## src/rtl/decodePkg.sv

```systemverilog
`default_nettype none

package decodePkg;

  localparam int DataWidth = 16;
  localparam int RegCount = 8;
  localparam int RegIdxWidth = 3;

  typedef logic [DataWidth-1:0] word_t;
  typedef logic [RegIdxWidth-1:0] regIdx_t;
  typedef logic [4:0] opcode_t;
  typedef logic [1:0] func_t;
  typedef logic [1:0] resultSel_t;
  typedef logic [1:0] immSel_t;

  // saved PC lives here, RTI returns through it
  localparam regIdx_t LinkReg = 3'd7;

  // opcode groups, taken from opcode bits 4:2
  localparam logic [2:0] GrpSys = 3'b000;
  localparam logic [2:0] GrpJump = 3'b001;
  localparam logic [2:0] GrpImm5 = 3'b010;
  localparam logic [2:0] GrpBranch = 3'b011;
  localparam logic [2:0] GrpMem = 3'b100;
  localparam logic [2:0] GrpShift = 3'b101;
  // register-register ops only need bits 4:3
  localparam logic [1:0] GrpReg = 2'b11;

  // low two opcode bits inside the system group
  localparam logic [1:0] SysHalt = 2'b00;
  localparam logic [1:0] SysNop = 2'b01;
  localparam logic [1:0] SysSiic = 2'b10;
  localparam logic [1:0] SysRti = 2'b11;

  // low two opcode bits inside the memory group
  localparam logic [1:0] MemStore = 2'b00;
  localparam logic [1:0] MemLoad = 2'b01;
  localparam logic [1:0] MemLbi = 2'b10;
  localparam logic [1:0] MemStu = 2'b11;

  // immediate formats
  localparam immSel_t ImmNone = 2'b00;
  localparam immSel_t Imm5 = 2'b01;
  localparam immSel_t Imm8 = 2'b10;
  localparam immSel_t Imm11 = 2'b11;

  // write-back result sources
  localparam resultSel_t ResAlu = 2'b00;
  localparam resultSel_t ResMem = 2'b01;
  localparam resultSel_t ResImm = 2'b10;
  localparam resultSel_t ResPc = 2'b11;

endpackage

`default_nettype wire

```

## src/rtl/ctrlBus.sv

```systemverilog
`timescale 1ns/1ps
`default_nettype none

interface ctrlBus;
  import decodePkg::*;

  opcode_t opcode;
  func_t func;
  regIdx_t rd;
  immSel_t immSel;
  logic zeroExt;
  resultSel_t resultSel;
  logic regWrite;
  logic memRead;
  logic memWrite;
  logic memToReg;
  logic branch;
  logic jump;
  logic jr;
  logic halt;
  logic nop;
  logic savePC;
  logic rti;
  logic siic;

  modport decoder (
    output opcode, func, rd, immSel, zeroExt, resultSel,
    output regWrite, memRead, memWrite, memToReg, branch, jump, jr,
    output halt, nop, savePC, rti, siic
  );

  modport issue (
    input opcode, func, rd, immSel, zeroExt, resultSel,
    input regWrite, memRead, memWrite, memToReg, branch, jump, jr,
    input halt, nop, savePC, rti, siic
  );

endinterface

`default_nettype wire

```

## src/rtl/ctrlDecoder.sv

```systemverilog
`timescale 1ns/1ps
`default_nettype none

module ctrlDecoder (
  input  decodePkg::word_t   instr,
  ctrlBus.decoder            ctrl,
  output decodePkg::regIdx_t rs,
  output decodePkg::regIdx_t rt
);
  import decodePkg::*;

  opcode_t opcode;

  assign opcode = instr[15:11];
  assign ctrl.opcode = opcode;
  assign ctrl.func = instr[1:0];

  // RTI jumps back through the link register
  assign rs = (opcode == {GrpSys, SysRti}) ? LinkReg : instr[10:8];
  assign rt = instr[7:5];

  always_comb begin
    ctrl.rd = instr[7:5];
    ctrl.immSel = ImmNone;
    ctrl.zeroExt = 1'b0;
    ctrl.resultSel = ResAlu;
    ctrl.regWrite = 1'b0;
    ctrl.memRead = 1'b0;
    ctrl.memWrite = 1'b0;
    ctrl.memToReg = 1'b0;
    ctrl.branch = 1'b0;
    ctrl.jump = 1'b0;
    ctrl.jr = 1'b0;
    ctrl.halt = 1'b0;
    ctrl.nop = 1'b0;
    ctrl.savePC = 1'b0;
    ctrl.rti = 1'b0;
    ctrl.siic = 1'b0;

    if (opcode[4:3] == GrpReg) begin
      // three-register form, destination in the low field
      ctrl.regWrite = 1'b1;
      ctrl.rd = instr[4:2];
    end else begin
      case (opcode[4:2])
        GrpSys: begin
          case (opcode[1:0])
            SysHalt: ctrl.halt = 1'b1;
            SysNop:  ctrl.nop = 1'b1;
            SysSiic: begin
              ctrl.siic = 1'b1;
              ctrl.savePC = 1'b1;
              ctrl.rd = LinkReg;
            end
            default: ctrl.rti = 1'b1;
          endcase
        end
        GrpJump: begin
          // bit 11 register-indirect, bit 12 link
          ctrl.jump = 1'b1;
          ctrl.jr = opcode[0];
          ctrl.immSel = opcode[0] ? Imm8 : Imm11;
          if (opcode[1]) begin
            ctrl.savePC = 1'b1;
            ctrl.regWrite = 1'b1;
            ctrl.rd = LinkReg;
            ctrl.resultSel = ResPc;
          end
        end
        GrpImm5: begin
          ctrl.regWrite = 1'b1;
          ctrl.immSel = Imm5;
          // logic ops take the field unsigned
          ctrl.zeroExt = opcode[1];
        end
        GrpBranch: begin
          ctrl.branch = 1'b1;
          ctrl.immSel = Imm8;
        end
        GrpMem: begin
          ctrl.immSel = Imm5;
          case (opcode[1:0])
            MemStore: ctrl.memWrite = 1'b1;
            MemLoad: begin
              ctrl.memRead = 1'b1;
              ctrl.memToReg = 1'b1;
              ctrl.regWrite = 1'b1;
              ctrl.resultSel = ResMem;
            end
            MemLbi: begin
              ctrl.regWrite = 1'b1;
              ctrl.immSel = Imm8;
              ctrl.zeroExt = 1'b1;
              ctrl.rd = instr[10:8];
              ctrl.resultSel = ResImm;
            end
            default: begin
              // store-and-update writes the new address back to rs
              ctrl.memWrite = 1'b1;
              ctrl.regWrite = 1'b1;
              ctrl.rd = instr[10:8];
            end
          endcase
        end
        GrpShift: begin
          ctrl.regWrite = 1'b1;
          ctrl.immSel = Imm5;
        end
        default: ;
      endcase
    end
  end

endmodule

`default_nettype wire

```

## src/rtl/operandFetch.sv

```systemverilog
`timescale 1ns/1ps
`default_nettype none

module operandFetch (
  input  logic               clk,
  input  logic               reset,
  input  decodePkg::regIdx_t rs,
  input  decodePkg::regIdx_t rt,
  input  logic               wbEn,
  input  decodePkg::regIdx_t wbReg,
  input  decodePkg::word_t   wbData,
  output decodePkg::word_t   rsVal,
  output decodePkg::word_t   rtVal
);
  import decodePkg::*;

  word_t regs [RegCount];

  always_ff @(posedge clk) begin
    if (reset) begin
      for (int i = 0; i < RegCount; i++) begin
        regs[i] <= '0;
      end
    end else if (wbEn) begin
      regs[wbReg] <= wbData;
    end
  end

  // no bypass, a same-cycle write shows up next cycle
  assign rsVal = regs[rs];
  assign rtVal = regs[rt];

endmodule

`default_nettype wire

```

## src/rtl/decodeIssue.sv

```systemverilog
`timescale 1ns/1ps
`default_nettype none

module decodeIssue #(
  parameter int QueueDepth = 2,
  parameter int OutCredits = 4
) (
  input  logic                   clk,
  input  logic                   reset,
  input  logic                   instrValid,
  input  decodePkg::word_t       instr,
  ctrlBus.issue                  ctrl,
  input  decodePkg::word_t       rsVal,
  input  decodePkg::word_t       rtVal,
  output logic                   instrCredit,
  input  logic                   outCredit,
  output logic                   outValid,
  output decodePkg::opcode_t     outOpcode,
  output decodePkg::func_t       outFunc,
  output decodePkg::regIdx_t     outRd,
  output decodePkg::word_t       outRsVal,
  output decodePkg::word_t       outRtVal,
  output decodePkg::word_t       outImm,
  output decodePkg::resultSel_t  outResultSel,
  output logic                   outRegWrite,
  output logic                   outMemRead,
  output logic                   outMemWrite,
  output logic                   outMemToReg,
  output logic                   outBranch,
  output logic                   outJump,
  output logic                   outJr,
  output logic                   outHalt,
  output logic                   outNop,
  output logic                   outSavePC,
  output logic                   outRti,
  output logic                   outSiic
);
  import decodePkg::*;

  localparam int FlagCount = 12;
  localparam int UopWidth = $bits(opcode_t) + $bits(func_t) + $bits(regIdx_t) +
                            3 * DataWidth + $bits(resultSel_t) + FlagCount;
  localparam int PtrWidth = (QueueDepth > 1) ? $clog2(QueueDepth) : 1;
  localparam int CountWidth = $clog2(QueueDepth + 1);
  localparam int CreditWidth = $clog2(OutCredits + 1);

  logic [UopWidth-1:0] queue [QueueDepth];
  logic [UopWidth-1:0] uopIn;
  logic [PtrWidth-1:0] wrPtr;
  logic [PtrWidth-1:0] rdPtr;
  logic [CountWidth-1:0] count;
  logic [CreditWidth-1:0] creditCnt;
  word_t imm;
  logic push;
  logic pop;

  always_comb begin
    case (ctrl.immSel)
      Imm5:    imm = ctrl.zeroExt ? word_t'(instr[4:0]) :
                     {{(DataWidth-5){instr[4]}}, instr[4:0]};
      Imm8:    imm = ctrl.zeroExt ? word_t'(instr[7:0]) :
                     {{(DataWidth-8){instr[7]}}, instr[7:0]};
      Imm11:   imm = ctrl.zeroExt ? word_t'(instr[10:0]) :
                     {{(DataWidth-11){instr[10]}}, instr[10:0]};
      default: imm = '0;
    endcase
  end

  assign uopIn = {ctrl.opcode, ctrl.func, ctrl.rd, rsVal, rtVal, imm, ctrl.resultSel,
                  ctrl.regWrite, ctrl.memRead, ctrl.memWrite, ctrl.memToReg,
                  ctrl.branch, ctrl.jump, ctrl.jr, ctrl.halt, ctrl.nop,
                  ctrl.savePC, ctrl.rti, ctrl.siic};

  // fetch only sends while it holds a credit, so a push never finds the queue full
  assign push = instrValid;
  assign pop = (count != '0) && (creditCnt != '0);

  assign outValid = pop;
  assign instrCredit = pop;

  assign {outOpcode, outFunc, outRd, outRsVal, outRtVal, outImm, outResultSel,
          outRegWrite, outMemRead, outMemWrite, outMemToReg,
          outBranch, outJump, outJr, outHalt, outNop,
          outSavePC, outRti, outSiic} = queue[rdPtr];

  always_ff @(posedge clk) begin
    if (push) begin
      queue[wrPtr] <= uopIn;
    end
  end

  always_ff @(posedge clk) begin
    if (reset) begin
      wrPtr <= '0;
      rdPtr <= '0;
      count <= '0;
    end else begin
      if (push) begin
        wrPtr <= (wrPtr == PtrWidth'(QueueDepth - 1)) ? '0 : wrPtr + 1'b1;
      end
      if (pop) begin
        rdPtr <= (rdPtr == PtrWidth'(QueueDepth - 1)) ? '0 : rdPtr + 1'b1;
      end
      if (push && !pop) begin
        count <= count + 1'b1;
      end else if (pop && !push) begin
        count <= count - 1'b1;
      end
    end
  end

  // execute-side slots, a return and a send together cancel out
  always_ff @(posedge clk) begin
    if (reset) begin
      creditCnt <= CreditWidth'(OutCredits);
    end else if (outCredit && !pop) begin
      creditCnt <= creditCnt + 1'b1;
    end else if (pop && !outCredit) begin
      creditCnt <= creditCnt - 1'b1;
    end
  end

endmodule

`default_nettype wire

```

## src/rtl/decodeStage.sv

```systemverilog
`timescale 1ns/1ps
`default_nettype none

module decodeStage #(
  parameter int QueueDepth = 2,
  parameter int OutCredits = 4
) (
  input  logic                   clk,
  input  logic                   reset,
  input  logic                   instrValid,
  input  decodePkg::word_t       instr,
  output logic                   instrCredit,
  input  logic                   outCredit,
  output logic                   outValid,
  output decodePkg::opcode_t     outOpcode,
  output decodePkg::func_t       outFunc,
  output decodePkg::regIdx_t     outRd,
  output decodePkg::word_t       outRsVal,
  output decodePkg::word_t       outRtVal,
  output decodePkg::word_t       outImm,
  output decodePkg::resultSel_t  outResultSel,
  output logic                   outRegWrite,
  output logic                   outMemRead,
  output logic                   outMemWrite,
  output logic                   outMemToReg,
  output logic                   outBranch,
  output logic                   outJump,
  output logic                   outJr,
  output logic                   outHalt,
  output logic                   outNop,
  output logic                   outSavePC,
  output logic                   outRti,
  output logic                   outSiic,
  input  logic                   wbEn,
  input  decodePkg::regIdx_t     wbReg,
  input  decodePkg::word_t       wbData
);
  import decodePkg::*;

  regIdx_t rs;
  regIdx_t rt;
  word_t rsVal;
  word_t rtVal;

  ctrlBus ctrl ();

  ctrlDecoder decoder_i (
    .instr (instr),
    .ctrl  (ctrl.decoder),
    .rs    (rs),
    .rt    (rt)
  );

  // register read runs alongside the decoder in the accept cycle
  operandFetch regFile_i (
    .clk    (clk),
    .reset  (reset),
    .rs     (rs),
    .rt     (rt),
    .wbEn   (wbEn),
    .wbReg  (wbReg),
    .wbData (wbData),
    .rsVal  (rsVal),
    .rtVal  (rtVal)
  );

  decodeIssue #(
    .QueueDepth (QueueDepth),
    .OutCredits (OutCredits)
  ) issue_i (
    .clk          (clk),
    .reset        (reset),
    .instrValid   (instrValid),
    .instr        (instr),
    .ctrl         (ctrl.issue),
    .rsVal        (rsVal),
    .rtVal        (rtVal),
    .instrCredit  (instrCredit),
    .outCredit    (outCredit),
    .outValid     (outValid),
    .outOpcode    (outOpcode),
    .outFunc      (outFunc),
    .outRd        (outRd),
    .outRsVal     (outRsVal),
    .outRtVal     (outRtVal),
    .outImm       (outImm),
    .outResultSel (outResultSel),
    .outRegWrite  (outRegWrite),
    .outMemRead   (outMemRead),
    .outMemWrite  (outMemWrite),
    .outMemToReg  (outMemToReg),
    .outBranch    (outBranch),
    .outJump      (outJump),
    .outJr        (outJr),
    .outHalt      (outHalt),
    .outNop       (outNop),
    .outSavePC    (outSavePC),
    .outRti       (outRti),
    .outSiic      (outSiic)
  );

endmodule

`default_nettype wire

```

## config.mk

```make
export PLATFORM = sky130hd
export DESIGN_NAME = decodeStage
export DESIGN_NICKNAME = d
export VERILOG_FILES = /design/src/rtl/decodePkg.sv /design/src/rtl/ctrlBus.sv /design/src/rtl/ctrlDecoder.sv /design/src/rtl/operandFetch.sv /design/src/rtl/decodeIssue.sv /design/src/rtl/decodeStage.sv
export SDC_FILE = /design/constraint.sdc
export NUM_CORES = 1
export LEC_CHECK = 0
export BUFFER_PORTS_ARGS = -buffer_cell sky130_fd_sc_hd__buf_2
export CORE_ASPECT_RATIO = 1.75
export CORE_MARGIN = 3
export CORE_UTILIZATION = 30
export CTS_CLUSTER_SIZE = 28
export DETAILED_ROUTE_END_ITERATION = 6
export GPL_TIMING_DRIVEN = 0
export PLACE_DENSITY_LB_ADDON = 0.05
export SYNTH_ARGS = -nofsm -noshare
export SYNTH_HDL_FRONTEND = slang
export SYNTH_SLANG_ARGS = --single-unit
```

## constraint.sdc

```tcl
create_clock -name clk -period 6.2 [get_ports clk]
set_input_delay 0.62 -clock clk [delete_from_list [all_inputs] [get_ports clk]]
set_output_delay 0.62 -clock clk [all_outputs]
set_load 0.03 [all_outputs]
```

Word level (Yosys, flattened, before mapping)
Memory sizes are Yosys's and may differ from the RTL's. A register that Yosys moved wholly into a read port is not among the register bits.
Index checks and enable logic that the tools add are counted.
- register bits after elaboration: 7
- memory bits (writable): 272
- input port bits: 40
- output and inout bits: 74
- word-level logic and storage cells: 110
- memories kept: 2
- add/sub/neg operators: 6
- equal/unequal tests: 12
- mux-type cells: 67
- reductions and logical operators: 19
- memory list (name ; words ; width ; rd ports ; clocked after Yosys merged registers in ; wr ports ; line ; RTL):
    issue_i.queue ; 2 ; 72 ; 1 ; 1 ; 1 ; decodeIssue.sv:47 ; logic [UopWidth-1:0] queue [QueueDepth];
    regFile_i.regs ; 8 ; 16 ; 2 ; 0 ; 8 ; operandFetch.sv:17 ; word_t regs [RegCount];
- operators by type and width (cell ; number):
    $mux 16 ; 4
    $pmux 16 s3 ; 1
    $mux 1 ; 41
    $mux 3 ; 8
    $reduce_or 16->1 ; 1
    $mux 2 ; 6
    $pmux 3 s3 ; 1
    $eq 2x2->1 const B ; 4
    $pmux 2 s2 ; 2
    $pmux 2 s4 ; 1
    $eq 3x2->1 const B ; 2
    $eq 3x3->1 const B ; 2
    $reduce_bool 2->1 ; 3
    $reduce_or 2->1 ; 3
    $eq 5x2->1 const B ; 1
    $logic_and 1x1->1 ; 5
    $eq 2x1->1 const B ; 2
    $pmux 1 s2 ; 2
    $add 3x1->3 const B ; 1
    $eq 3x1->1 const B ; 1
    $logic_not 1->1 ; 3
    $logic_not 3->1 ; 1
    $pmux 1 s3 ; 1
    $reduce_bool 3->1 ; 1
    6 further kinds ; 7

Longest topological paths before layout
Gate-level depths: netlist of run 1.
- word-level depth: 6
- depth in mapped cells: 7
- mapped depth without buffers: 7

Hierarchy
A second synthesis of run 1 with hierarchy kept.
- cells, all modules: 787
- area total of the unflattened synthesis: 13117.6 um2
- by module, submodules not included (module ; times used ; cells an instance ; area each (um2) ; seq. area each (um2)):
    operandFetch ; 1 ; 430 ; 7000.5 ; 3843.7
    decodeIssue ; 1 ; 273 ; 5530.3 ; 4244.1
    ctrlDecoder ; 1 ; 84 ; 586.8 ; 0.0

Worst setup path after synthesis of run 1
No wires, ideal clock.
- kind: in2reg
- start point: input instrValid
- end point: memory issue_i.queue[0][0] (netlist name) (enable)
- library setup time: 500 ps
- arrival: 3563 ps
- data required time: 5700 ps
- setup slack: 2137 ps
- stages: 1
- buffers on the path: 0
- cells stage by stage: nor2b_1
- cells in the longest elaborated chain, start to end: 2
- RTL lines (item ; line ; RTL):
    from (decl) ; decodeStage.sv:10 ; input logic instrValid,
    $mux 1 ; decodeIssue.sv:87 ; if (push) begin
    $mux 1 (implied by the code) ; decodeIssue.sv:88 ; queue[wrPtr] <= uopIn;
    to (decl) ; decodeIssue.sv:47 ;
No other way between the ends.

==> qor.txt, run 1 <==
r2r setup slk: 3.56 ns
dpl hpwl: 25200 um
Worst Skew: 0.00980 ns
sequential area share after synthesis: 64.0%
vias in the first global route: 7813
R2R depth: 7
Tcrit/Tclk final: 48.5%
Die ar.: 44400 um2
FF-to-FF Start: issue_i.creditCnt[0]$_SDFFE_PP0P_
status: finished clean
chip height: 277 um
critical path's most frequent cell: buf_2
Layout fillers: 3966
Resized Gates After CTS: 0
leakage: 5.32 nW
Pre-antenna DRT Iters: 4
worst vdd ir: 0.186 mV
Post-synth EDFFs: 262
Crit Path Category: flip-flop to primary output
shortest period the worst path allows: 3.00 ns
root buffer selected by CTS: clkbuf_16
Post-CTS Hold Fix Bufs: 0
mean post-synth cell area: 16.2 um2
CORE AREA: 41100 um2
final setup fails: 0
Final Util: 35.8%
row count: 98
Async SR Flop Fraction: 0%
critical path data arrival time: 2.38 ns
Worst Path Required: 5.58 ns
synth unique cells: 47
crit path capture: outRsVal[4]
GRT overflow: 0
FF+latch area: 8030 um2
relative max-transition margin: 9.22%
Worst-path clk slew: 0.06 ns
DP Area: 13900 um2
P&R area growth vs syn: 17.3%
initial core utilization: 30.5%
die span in x: 161 um
clk sinks: 270
Design Power: 0.00489 W
CTS buffer count: 27
Mapped Cells: 775
Final Wtd Congestion: 0.798
pwr dens: 332 nW/um2
multi-input logic area: 4250 um2
total I/O pin count: 114
RSZ-0062 raised after global routing: false
CP max stage delay: 0.48 ns
Critical-path top delay cell: clkbuf_1
antenna viol nets, final: 0
setup_tns: 0 ns
Post-CTS Setup Repair Bufs: 0
most frequent cells in the layout: 262 x edfxtp_1, 136 x and2_1, 129 x buf_2
leading cell type in the layout, fill and taps excluded: edfxtp_1
Peak Freq: 333 MHz
share of layout cells above drive strength 1: 36.3%
ys flop type: edfxtp_1
largest net degree at the start of global routing: 35
class of the worst hold path: input pin to flip-flop
DR iter-0 viols: 447
GRT Overall Usage: 16.0%
# DRC: 0
Max H-tree Level: 1
Worst-Margin Slew: 1.35 ns
IO buf count: 109
final net count: 965
Slew Limit Fails: 0
first-pass GRT wire length: 52100 um
Mapped Nets: 824
Max FO, Critical Path: 10
final hold vios: 0
number of antenna violations at the first check in global routing: 2
Worst-Skew Late Latency: 0.54 ns
Post-Syn Area: 12500 um2
Crit. End Element: primary output
wire per inst: 24.4 um
final non-filler cell area: 14700 um2
WL final: 36300 um
Worst R2R End: issue_i.creditCnt[2]$_SDFFE_PP1P_
startpoint types: flip-flop
Vias/cell: 4.80
Yosys Warn Count: 0
critical path cell sequence: clkbuf_1 -> buf_2 -> mux2_2 -> buf_2
CTS tree: yes
Synth Register Bits: 270
max_cap viols: 0
CTS max path bufs: 3
vias post-DR: 7132
worst max-delay path, delay by kind of cell (launching register included):
kind	cells	cell delay (ns)
DFF	1	0.40
buffers and inverters	3	1.05
muxes	1	0.40
synth_stat cells (10+ instances only):
cell	count	area, um2
clkbuf_1	14	52.6
buf_2	20	100
nand2_1	16	60.1
nor2_1	32	120
inv_1	11	41.3
buf_4	10	75.1
and2_1	137	857
mux2_2	83	935
edfxtp_1	262	7870
mux4_2	48	1080
mux2i_1	36	360
a221oi_2	10	150
per-stage QoR:
step                setup slack, ns  std cells  hold slack (ns)
floorplan                      2.14        775            0.459
global placement              0.144       1434            0.484
detailed placement             3.08       1437            0.495
CTS                            3.05       1485            0.264
global route                   2.96       1485            0.281
finish                         3.20       1486            0.297
routing by layer:
layer  GRT usage [%]  up-vias  wire, um  part of all wire [%]
met5               0        -        13                 0.036
met1            17.0     3653     12600                    35
li1                -     3222         -                     -
met4            5.35        2      1020                   2.8
met2            31.6      200     20700                    57
met3            2.34       55      1930                   5.3
registers in the layout, indices dropped and copies added (netlist names), named ones only:
name / cells
issue_i.queue: 134
regFile_i.regs: 128
issue_i.creditCnt: 3
issue_i.count: 2
issue_i.rdPtr: 1
issue_i.wrPtr: 1
cell families (layout without fill, tap and decap cells):
logic type / Yosys count / after routing / synth area share, %
buffers and inverters: 59 / 219 / 2.26
flip-flops: 270 / 270 / 64.0
multiplexers: 167 / 167 / 18.9
AND/OR/NAND/NOR: 233 / 233 / 11.0
AO/OA/AOI/OAI: 31 / 31 / 2.49
other: 0 / 1 / 0
adder cells (fa/ha/maj): 9 / 9 / 0.957
XOR/XNOR: 6 / 6 / 0.419
report_power, final:
part | internal [W] | switching (W) | total [W]
clock network | 0.000943 | 0.000673 | 0.00162
logic | 0.000390 | 0.000667 | 0.00106
registers | 0.00216 | 0.0000593 | 0.00222
total | 0.00349 | 0.00140 | 0.00489
final cells by class:
class	count	area share [%]
flip-flops and latches	270	54.5
multi-input cells	446	28.9
clock buffers	41	5.29
well taps	550	4.68
repair buffers	112	4.11
plain buffers	48	1.65
clock inverters	7	0.587
inverters	11	0.281
diodes	1	0.0170
how the worst min path moves through the flow:
stage                     depth (start not counted)                             end  slack [ns]                           from
after floorplan                                   2   issue_i.count[1]$_SDFFE_PP0P_        0.46  issue_i.count[1]$_SDFFE_PP0P_
after global placement                            2   issue_i.count[1]$_SDFFE_PP0P_        0.48  issue_i.count[1]$_SDFFE_PP0P_
after detailed placement                          2   issue_i.count[1]$_SDFFE_PP0P_        0.49  issue_i.count[1]$_SDFFE_PP0P_
after CTS                                         1  issue_i.queue[0][65]$_DFFE_PP_        0.26                       instr[0]
after global routing                              1  issue_i.queue[0][66]$_DFFE_PP_        0.28                       instr[1]
final                                             1  issue_i.queue[0][65]$_DFFE_PP_        0.30                       instr[0]
Note: power is estimated with default switching activity, not from simulation.
==> run 2, diff against run 1 <==
Settings changed: ABC_AREA from default to 1.
Clock period 6.2 ns to 2.45 ns, I/O delays scaled along.
==> qor.txt, run 2 <==
n_diodes: 0
Worst-Skew Late Latency: 0.55 ns
Crit. End Element: primary output
Design Power: 0.0125 W
RSZ-0062 raised after global routing: false
Synth top cells by count: 262 x edfxtp_1, 204 x nand2_1, 179 x inv_1
root buffer selected by CTS: clkbuf_16
synth unique cells: 35
die span in x: 165 um
max_cap viols: 0
Worst-path clk slew: 0.06 ns
Max H-tree Level: 1
Tcrit/Tclk final: 91.7%
GRT Overall Usage: 18.5%
largest net degree at the start of global routing: 54
final hold vios: 0
Max FO, Critical Path: 10
Worst-Margin Slew: 0.815 ns
Yosys Warn Count: 0
chip height: 285 um
largest area contributor in the netlist: edfxtp_1
class of the worst hold path: input pin to flip-flop
Vias/cell: 4.57
P&R area growth vs syn: 16.8%
WL final: 43600 um
clk sinks: 270
status: finished clean
Final Wtd Congestion: 1.03
Clk pwr share: 31.3%
area share of the largest cell type after synthesis: 59.0%
share of layout cells above drive strength 1: 21.1%
Mapped Nets: 1358
Final WS setup: 0.204 ns
row count: 101
adder-cell area share of the yosys netlist: 0.901%
Post-synth EDFFs: 262
DP Area: 14700 um2
relative max-transition margin: 45.7%
first-pass GRT wire length: 63500 um
post-synthesis mux area share: 5.66%
IO buf count: 111
Peak Freq: 445 MHz
most frequent cells in the layout: 262 x edfxtp_1, 204 x nand2_1, 178 x inv_1
leading registers by flop count: issue_i.queue: 134 flops, regFile_i.regs: 128 flops, issue_i.creditCnt: 3 flops
multi-input logic area: 4110 um2
Synth Register Bits: 270
CTS max path bufs: 3
Min Hold Slack: 0.0208 ns
final net count: 1508
Worst Path Required: 2.20 ns
number of antenna violations at the first check in global routing: 1
Post-CTS Setup Repair Bufs: 0
Die ar.: 47100 um2
CORE AREA: 43600 um2
# DRC: 0
P_int: 0.00863 W
ys flop type: edfxtp_1
leakage: 6.61 nW
startpoint types: flip-flop
worst vdd ir: 0.542 mV
most frequent cell after synthesis: edfxtp_1
FF+latch area: 8030 um2
vias in the first global route: 9557
Final Util: 35.7%
sequential area share after synthesis: 60.2%
Mapped Cells: 1309
final non-filler cell area: 15600 um2
Slew Limit Fails: 0
dpl hpwl: 35200 um
Post-Synth Simple-Gate Area: 17.6%
GRT overflow: 0
final setup fails: 0
wire per inst: 21.3 um
mean post-synth cell area: 10.2 um2
initial core utilization: 30.6%
Async SR Flop Fraction: 0%
largest family of logic cells by synthesized area: simple AND/OR/NAND/NOR gates
r2r setup slk: 0.41 ns
Comb pwr share: 24.2%
pwr dens: 805 nW/um2
Crit Path Category: flip-flop to primary output
Layout fillers: 4453
CTS tree: yes
Flop pwr share: 44.5%
total I/O pin count: 114
max reg flops: 134
antenna viol nets, final: 0
Net Sw Power: 0.00390 W
critical path data arrival time: 2.00 ns
Biggest register: issue_i.queue
DR iter-0 viols: 700
switching share of total power: 31.1%
vias post-DR: 9348
leading cell type in the layout, fill and taps excluded: edfxtp_1
Post-Syn Area: 13300 um2
Worst Skew: 0.0167 ns
dpl ws: -0.121 ns
Synth Area in XOR/XNOR: 0.0657%
CTS buffer count: 27
Pre-antenna DRT Iters: 7
shortest period the worst path allows: 2.25 ns
ranking of synthesized cells by area: edfxtp_1 59%, nand2_1 5.7%, mux2_2 5.7%
Compound-Gate Fraction of Synth Area: 6.59%
run 2: cell count changes after synthesis, sizes merged, moves of 16 or more:
cell / change
and2: -137
nor2: +134
mux2i: -36
inv: +171
nand2: +199
o21a: +16
a21oi: +66
nand3: +145
mux2: -16
o21ai: +76
buf: +25
mux4: -48
a221oi: -16
run 2: path summary, 6_finish.rpt:
| path | startpoint | end | cells after the start |
|---|---|---|---|
| worst max-delay path | flip-flop | outRsVal[10] | 4 |
| worst min register to register | issue_i.rdPtr$_SDFFE_PP0P_ | issue_i.rdPtr$_SDFFE_PP0P_ | 1 |
| worst min-delay path | instr[11] | issue_i.queue[0][67]$_DFFE_PP_ | 1 |
| worst max register to register | issue_i.creditCnt[0]$_SDFFE_PP0P_ | issue_i.creditCnt[1]$_SDFFE_PP0P_ | 8 |
run 2: through the flow:
stage,std cells,setup TNS (ns)
floorplan,1309,0
global placement,1986,-76.35
CTS,2045,0
detailed placement,1989,-9.11
finish,2045,0
global route,2045,0
run 2: cells by family after synthesis:
| logic type | after synthesis |
|---|---|
| compound gates | 166 |
| buf+inv | 259 |
| fa+ha+maj | 9 |
| xor+xnor | 1 |
| flops | 270 |
| simple gates | 537 |
| mux | 67 |
run 2: power groups by stage:
stage,Sequential (W),Clock [W],Combinational (W)
final,0.00558,0.00392,0.00303
after global routing,0.00561,0.00421,0.00332
after CTS,0.00558,0.00404,0.00312
after detailed placement,0.00568,0,0.00309
after global placement,0.00568,0,0.00306
after floorplan,0.00562,0,0.00209
run 2: routing by layer:
metal	routed length, um	up-vias	GRT usage, %
li1	-	4664	-
met1	15700	4305	19.9
met2	23900	312	35.6
met3	1940	67	1.96
met4	2130	0	8.16
met5	0	-	0
run 2: critical path, cell delays in order, from the launching register on:
cell and delay, ns:
dfxtp_2 0.39, buf_4 0.22, buf_4 0.26, mux2_2 0.38, buf_2 0.18
run 2: area by class of cell:
type	instances	share of cell area, %
Timing Repair Buffer	121	4.45
Clock inverter	13	0.595
Sequential cell	270	51.6
Clock buffer	36	4.69
Inverter	184	4.46
Tap cell	566	4.55
Buffer	75	3.28
Multi-Input combinational cell	780	26.4
run 2: timing repair:
item / in CTS / in global routing
hold endpoints to repair: 13 / 0
hold buffers: 7 / 0
resized for setup: 5 / 0
setup endpoints to repair: 31 / 0
==> run 3, diff against run 2 <==
Settings changed: ABC_AREA 1 to default.
==> qor.txt, run 3 (same netlist as run 1, synthesis figures left out) <==
pwr dens: 848 nW/um2
final hold vios: 0
most frequent cells in the layout: 262 x edfxtp_1, 136 x and2_1, 128 x buf_2
Tcrit/Tclk final: 94.1%
row count: 98
# DRC: 0
r2r setup slk: 0.14 ns
critical path data arrival time: 2.73 ns
Final Util: 36.1%
total I/O pin count: 114
initial core utilization: 30.5%
RSZ-0062 raised after global routing: false
vias in the first global route: 7799
largest net degree at the start of global routing: 39
Biggest register: issue_i.queue
Worst Skew: 0.0147 ns
dpl hpwl: 25200 um
relative max-transition margin: 17.1%
startpoint types: flip-flop
DR iter-0 viols: 356
IO buf count: 109
number of antenna violations at the first check in global routing: 3
GRT overflow: 0
worst vdd ir: 0.529 mV
final net count: 968
FF-to-FF Start: issue_i.creditCnt[2]$_SDFFE_PP1P_
HP Start: instr[15]
root buffer selected by CTS: clkbuf_16
Crit. End Element: flip-flop
Vias/cell: 4.79
CTS tree: yes
Worst-Margin Slew: 1.23 ns
class of the worst hold path: input pin to flip-flop
Max FO, Critical Path: 4
GRT Overall Usage: 16.1%
shortest period the worst path allows: 2.31 ns
status: finished clean
P&R area growth vs syn: 18.1%
first-pass GRT wire length: 52400 um
max reg flops: 134
Worst Path Required: 2.87 ns
Min Hold Slack: 0.0455 ns
share of layout cells above drive strength 1: 37.0%
chip height: 277 um
Post-CTS Setup Repair Bufs: 0
Crit Path Category: flip-flop to flip-flop
Worst-Skew Late Latency: 0.54 ns
vias post-DR: 7149
CORE AREA: 41100 um2
worst hold path depth: 1
Slew Limit Fails: 0
Worst R2R End: issue_i.creditCnt[2]$_SDFFE_PP1P_
CTS buffer count: 27
final setup fails: 0
Peak Freq: 434 MHz
max_cap viols: 0
Pre-antenna DRT Iters: 4
wire per inst: 24.3 um
leading registers by flop count: issue_i.queue: 134 flops, regFile_i.regs: 128 flops, issue_i.creditCnt: 3 flops
CTS max path bufs: 3
Die ar.: 44400 um2
antenna viol nets, final: 0
clk sinks: 270
Final Wtd Congestion: 0.812
hold path endpoint: issue_i.queue[0][71]$_DFFE_PP_
leakage: 5.36 nW
die span in x: 161 um
leading cell type in the layout, fill and taps excluded: edfxtp_1
Worst-path clk slew: 0.06 ns
R2R depth: 7
WL final: 36300 um
Max H-tree Level: 1
run 3: cell count changes in the layout (fill, tap and decap cells not counted), moves of 36 or more:
cell / delta
a21oi_1: -67
and2_1: +136
inv_1: -167
mux2i_1: +36
mux4_2: +48
nand2_1: -188
nand3_1: -132
nor2_1: -131
o21ai_0: -59
run 3: where the power goes:
| group | leakage [nW] | internal [W] | switching [W] |
|---|---|---|---|
| Clock | 0.426 | 0.00245 | 0.00180 |
| Sequential | 2.55 | 0.00547 | 0.000162 |
| Combinational | 2.38 | 0.00102 | 0.00168 |
| Total | 5.36 | 0.00894 | 0.00364 |
run 3: worst max path at each step:
stage	startpoint	endpoint	slack, ns	depth (start not counted)
6_report	issue_i.creditCnt[2]$_SDFFE_PP1P_	issue_i.creditCnt[2]$_SDFFE_PP1P_	0.14	7
4_1_cts	flip-flop	outRsVal[4]	0.0004	4
3_3_place_gp	issue_i.wrPtr$_SDFFE_PP0P_	issue_i.queue[1][18]$_DFFE_PP_	-1.01	1
3_5_place_dp	instr[11]	issue_i.queue[0][59]$_DFFE_PP_	-0.31	6
5_1_grt	issue_i.creditCnt[2]$_SDFFE_PP1P_	issue_i.creditCnt[2]$_SDFFE_PP1P_	0.003	7
2_1_floorplan	issue_i.wrPtr$_SDFFE_PP0P_	issue_i.queue[1][0]$_DFFE_PP_	0.03	1
run 3: routing by layer:
| layer | GRT usage, % | share of wire [%] |
|---|---|---|
| met5 | 0 | 0.047 |
| met4 | 5.41 | 3.2 |
| met3 | 2.68 | 5.1 |
| met2 | 32.3 | 57 |
| met1 | 16.5 | 34 |
run 3: worst max-delay path: stages, from the launching register on:
cell and delay, ns:
dfxtp_1 0.35, o32ai_4 0.36, ha_1 0.23, inv_1 0.06, fa_1 0.42, xor2_1 0.16
o21ai_0 0.15, or3b_2 0.45
run 3: metrics by stage:
stage          worst slack [ns]  instance area, um2  TNS [ns]  power (W)  std cells
2_1_floorplan            0.0303               12600         0    0.00754        775
3_3_place_gp              -1.01               13800    -86.40    0.00838       1434
3_5_place_dp             -0.310               13900    -15.23    0.00844       1437
4_1_cts                0.000398               14800         0     0.0128       1489
5_1_grt                 0.00289               14800         0     0.0131       1489
6_report                  0.144               14800         0     0.0126       1491
run 3: final cells by class:
cell class / instances / area [um2]
antenna: 2 / 5.00
clock buffer: 30 / 687
multi-input combinational: 446 / 4270
timing repair buffer: 115 / 636
buffer: 48 / 264
tap: 550 / 688
fill: 3905 / 26300
clock inverter: 19 / 210
sequential: 270 / 8030
inverter: 11 / 41.3
run 3: timing repair:
action | in CTS | in global routing
hold endpoints to repair | 5 | 0
resized for setup | 9 | 3
hold buffers | 3 | 0
pin swaps | 0 | 1
endpoints found under the setup margin | 47 | 17
